`config.mk`:
```
export PLATFORM = sky130hd
export DESIGN_NAME = reg_file
export DESIGN_NICKNAME = d
export VERILOG_FILES = /design/src/common/rv_pkg.sv /design/src/hw/reg_file.sv
export VERILOG_INCLUDE_DIRS = /design/src /design/src/common
export SDC_FILE = /design/constraint.sdc
export NUM_CORES = 2
export LEC_CHECK = 0
export BUFFER_PORTS_ARGS = -buffer_cell sky130_fd_sc_hd__buf_2
export CORE_MARGIN = 2
export CORE_UTILIZATION = 59
export DETAILED_ROUTE_END_ITERATION = 10
export MAX_ROUTING_LAYER = met4
export PLACE_DENSITY = 0.85
export SKIP_CTS_REPAIR_TIMING = 1
export SYNTH_ARGS = -nofsm -noshare
export SYNTH_HDL_FRONTEND = slang
export SYNTH_SLANG_ARGS = --single-unit
export TNS_END_PERCENT = 50
```
`constraint.sdc`:
```
create_clock -name clk_i -period 3.2 [get_ports clk_i]
set_input_delay 0.64 -clock clk_i [delete_from_list [all_inputs] [get_ports clk_i]]
set_output_delay 0.64 -clock clk_i [all_outputs]
set_load 0.01 [all_outputs]
```
`src/common/rv_consts.svh`:
```
// register count, funct3 codes, ALU control codes and op-class codes
`ifndef RV_CONSTS_SVH
`define RV_CONSTS_SVH

`define RV_NREGS 32

// RV32I funct3 for OP and OP-IMM
`define F3_ADD  3'b000
`define F3_SLL  3'b001
`define F3_SLT  3'b010
`define F3_SLTU 3'b011
`define F3_XOR  3'b100
`define F3_SR   3'b101
`define F3_OR   3'b110
`define F3_AND  3'b111

`define ALU_ADD  4'd0
`define ALU_SUB  4'd1
`define ALU_SLL  4'd2
`define ALU_SLT  4'd3
`define ALU_SLTU 4'd4
`define ALU_XOR  4'd5
`define ALU_SRL  4'd6
`define ALU_SRA  4'd7
`define ALU_OR   4'd8
`define ALU_AND  4'd9

// instruction classes seen by the ALU decoder
`define OP_ADD 2'd0
`define OP_REG 2'd1
`define OP_IMM 2'd2

`endif

```
`src/common/rv_pkg.sv`:
```
// datapath types for the execute slice
// word, register index, ALU control, op class and write-back select
`include "rv_consts.svh"

package rv_pkg;

    // 32-bit data word
    typedef logic [31:0] word_t;

    typedef logic [$clog2(`RV_NREGS)-1:0] reg_addr_t;

    // holds one of the ALU_* codes
    typedef logic [3:0] alu_ctrl_t;

    // instruction class from decode
    typedef logic [1:0] alu_op_t;

    localparam alu_op_t OP_ADD = `OP_ADD;
    localparam alu_op_t OP_REG = `OP_REG;
    localparam alu_op_t OP_IMM = `OP_IMM;

    // write-back source
    typedef logic [1:0] wr_sel_t;

    localparam wr_sel_t WR_ALU = 2'd0;
    // link value for jal / jalr
    localparam wr_sel_t WR_PC4 = 2'd1;
    // lui passes the immediate straight through
    localparam wr_sel_t WR_IMM = 2'd2;

endpackage

```
`src/hw/reg_file.sv`:
```
// 32 x 32 register file
// two asynchronous read ports, one synchronous write port, x0 reads zero
`timescale 1ns/1ps
`include "rv_consts.svh"

module reg_file (
    input  logic              clk_i,
    input  logic              arst_n_i,
    input  rv_pkg::reg_addr_t raddr1_i,
    input  rv_pkg::reg_addr_t raddr2_i,
    output rv_pkg::word_t     rdata1_o,
    output rv_pkg::word_t     rdata2_o,
    input  logic              we_i,
    input  rv_pkg::reg_addr_t waddr_i,
    input  rv_pkg::word_t     wdata_i
);

    import rv_pkg::*;

    word_t regs [`RV_NREGS];

    always_ff @(posedge clk_i or negedge arst_n_i) begin
        if (!arst_n_i) begin
            for (int i = 0; i < `RV_NREGS; i++) begin
                regs[i] <= '0;
            end
        end else if (we_i && (waddr_i != '0)) begin
            regs[waddr_i] <= wdata_i;
        end
    end

    // x0 is hardwired
    assign rdata1_o = (raddr1_i == '0) ? '0 : regs[raddr1_i];
    assign rdata2_o = (raddr2_i == '0) ? '0 : regs[raddr2_i];

endmodule

```
==> run_results.csv <==
group,metric,value,unit
hold_path,hold_path.class,"register to register",
global_routing,grt_pass1_wl,256000,microns
sta,tightestPinTransition,0.877,ns
routing,wl_per_cell,36.2,microns
synth,synth_seq_area_share,47.1,%
layout,drive_gt1_share,58.2,%
global_routing,grt_max_degree,117,
worst_setup_path,critPathKind,"primary input to primary output",
die,start_util,59.4,%
power_and_ir_drop,p_comb_share,21.8,%
clock_network,cts_tree,"yes",
global_routing,globalRouteMet1Util,47.2,%
synth,ys_ff_latch,1024,
synth,synth.area.mux_share,42.8,%
power_and_ir_drop,p_sw,11000,uW
clock_network,clock-sinks,1024,
routing,drc,0,
sta,rsz0062_at_grt,"yes",
global_routing,track_usage,38.0,%
die,num_rows,111,
die,core_area,0.0915,sq mm
synth,synthXorXnorAreaFrac,0,%
clock_network,path_clk_slew,0.06,ns
worst_setup_path,r2r_start,"regs[459]",
die,dieWidth,308,microns
layout,syn_to_final_growth,16.9,%
place,placed_cell_area,0.0585,sq mm
hold_path,min_from,"regs[1012]",
worst_setup_path,crit_arrival,2.68,ns
power_and_ir_drop,intPower,27700,uW
routing,drtIter0Drc,5847,
place,port_buffers,113,
sta,max_freq,301,MHz
routing,wirelength,185000,microns
sta,min_period,3.32,ns
synth,synth_top_family_by_area,"multiplexers",
routing,firstDrtPassIters,6,
power_and_ir_drop,power_leakage,0.0277,uW
clock_network,cts_max_path_buffers,3,
worst_setup_path,slowest_delay,0.44,ns
layout,num-fill-cells,5287,
global_routing,overflow,0,
die,ioPinCount,114,
layout,largest_reg_flops,1024,
synth,netlist_area,0.0544,sq mm
place,hpwl,106000,microns
routing,ant_nets,0,
sta,layout_setup_ws,-0.123,ns
layout,multi_input_area,0.0273,sq mm
layout,top_register,"regs",
worst_setup_path,ff2ff_setup_slack,2.32,ns
global_routing,grt_util_met3,10.8,%
power_and_ir_drop,power_frac_clock,32.9,%
routing,vias,39200,
synth,synth_top_area_share,47.1,%
synth,synth_fa_ha_area_share,0,%
worst_setup_path,crit_required,2.56,ns
die,die_height,308,microns
worst_setup_path,reg2reg_depth,1,
worst_setup_path,cp_slowest_cell,"a221oi_1",
worst_setup_path,path_cells,"buf_8, buf_12, mux2i_1, a221oi_1, o21ai_0, buf_4, a311oi_1, buf_2",
synth,synth_cells,3621,
sta,finalCritPeriodShare,104,%
layout,final_nets,3881,
worst_setup_path,critPathMaxFanout,24,
synth,yosysUniqueCellTypes,35,
global_routing,antenna_found_initial,8,
sta,slew_headroom,41.4,%
layout,seqCellArea,0.0256,sq mm
layout,final_cell_mix,"mux2_2 (1046), dfrtp_1 (1024), mux4_2 (448)",
clock_network,cts_made_buffers,102,
sta,hold_viol,0,
synth,netlist.top_cell.by_area,"dfrtp_1",
hold_path,holdPathStages,0,
power_and_ir_drop,ir_worst_vdd,465,uV
synth,synthTopCellsByArea,"dfrtp_1 (47%), mux2_2 (22%), mux4_2 (19%)",
synth,syn_nets,3671,
power_and_ir_drop,power.density,609,mW/mm^2
worst_setup_path,startpoint_type,"primary input",
clock_network,clk_latency,0.70,ns
die,die_area,0.0946,sq mm
clock_network,cts.root.buffer_cell,"clkbuf_16",
synth,synth-compound-area-share,4.84,%
place,place.gp.congestion,0.929,
worst_setup_path,crit_path_end_kind,"primary output",
synth,synth_area_per_cell,15.0,sq um
status,status,"complete, but fails checks",
global_routing,grt.met2_usage,55.3,%
sta,skew,0,ns
synth,ys_warn_count,0,
layout,reg_top3,"regs: 1024 flops",
worst_setup_path,rr_endpoint,"regs[459]",
layout,stdcell_area,0.0636,sq mm
layout,final_common_cell,"mux2_2",
clock_network,h-tree-depth,3,
status,violations,"setup timing",
routing,viasPerCell,7.67,
global_routing,grt_pass1_vias,39000,
global_routing,grt-busiest-layer,"met2",
power_and_ir_drop,p_seq_share,45.3,%
job,max-cap-violations,0,
layout,post-route-util,69.4,%
sta,setup_violations,20,
synth,synthSimpleGateAreaFrac,1.61,%
power_and_ir_drop,power,38700,uW
sta,drv_slew,0,
power_and_ir_drop,sw_frac_of_total,28.4,%
hold_path,min_to,"regs[1012]",
## through the flow
stage	hold WS (ns)	TNS [ns]	cells	setup WS, ns
2_1_floorplan	0.344	0	3621	0.480
3_3_place_gp	0.377	-4.70	4833	-0.313
3_5_place_dp	0.383	-6.19	4833	-0.329
4_1_cts	-0.113	-8.02	5019	-0.342
5_1_grt	0.403	-0.556	5107	-0.0790
6_report	0.397	-0.853	5114	-0.123
## Yosys cell counts
| library cell | count |
|---|---|
| a311oi_1 | 64 |
| nor2b_1 | 71 |
| nand2_1 | 49 |
| and2_0 | 1 |
| o21ai_0 | 101 |
| nor3_1 | 3 |
| and3_1 | 1 |
| nand4b_1 | 3 |
| a211oi_1 | 64 |
| nand2b_1 | 5 |
| a22oi_1 | 64 |
| a221oi_1 | 46 |
| clkbuf_4 | 1 |
| mux4_2 | 448 |
| buf_4 | 34 |
| mux2i_1 | 128 |
| nand4_1 | 1 |
| or4_1 | 2 |
| clkbuf_1 | 223 |
| buf_2 | 170 |
| and2_1 | 1 |
| nor4_2 | 1 |
| nand3_1 | 1 |
| clkbuf_2 | 1 |
| or2_2 | 2 |
| or3_1 | 3 |
| nor2_1 | 19 |
| dfrtp_1 | 1024 |
| inv_1 | 2 |
| o2111ai_1 | 18 |
| nor3b_1 | 2 |
| mux2_2 | 1046 |
| mux2_1 | 10 |
| buf_1 | 3 |
| o21ai_1 | 9 |
## cell type report
type                       count  area share [%]
tap                         1186            2.33
antenna                       15          0.0591
clock inverter                38           0.874
sequential                  1024            40.3
inverter                       2          0.0157
multi-input combinational   2167            42.9
clock buffer                 148            4.65
timing repair buffer         534            8.82
## worst max path at each step
stage	startpoint	to	slack, ns
2_1_floorplan	raddr1_i[0]	rdata1_o[0]	0.48
3_3_place_gp	raddr1_i[1]	rdata1_o[31]	-0.31
3_5_place_dp	raddr1_i[1]	rdata1_o[31]	-0.33
4_1_cts	raddr1_i[1]	rdata1_o[31]	-0.34
5_1_grt	raddr2_i[2]	rdata2_o[22]	-0.08
6_report	raddr2_i[2]	rdata2_o[22]	-0.12
## cell families (layout without fill, tap and decap cells)
family | Yosys count | count (layout)
other | 0 | 15
muxes | 1632 | 1632
DFF | 1024 | 1024
AOI/OAI and AO/OA | 366 | 366
and+or+nand+nor | 165 | 169
buffers and inverters | 434 | 722
## power by group through the flow
stage               clock network [uW]  logic (uW)  registers (uW)
global route                     13300        8820           17700
CTS                              12700        7930           17300
floorplan                            0        5740           16700
finish                           12700        8440           17500
global placement                     0        7510           17200
detailed placement                   0        7810           17400
## routing by layer
layer,up-vias,share of wire [%]
met2,3361,44
met5,-,0
met1,20200,34
met4,0,8.8
li1,14500,-
met3,1113,13
## critical path: cells and delay by family
family,cells,cell delay (ns)
compound gates,3,1.00
buf+inv,4,0.85
mux,1,0.13
Note: power is estimated with default switching activity, not from simulation.
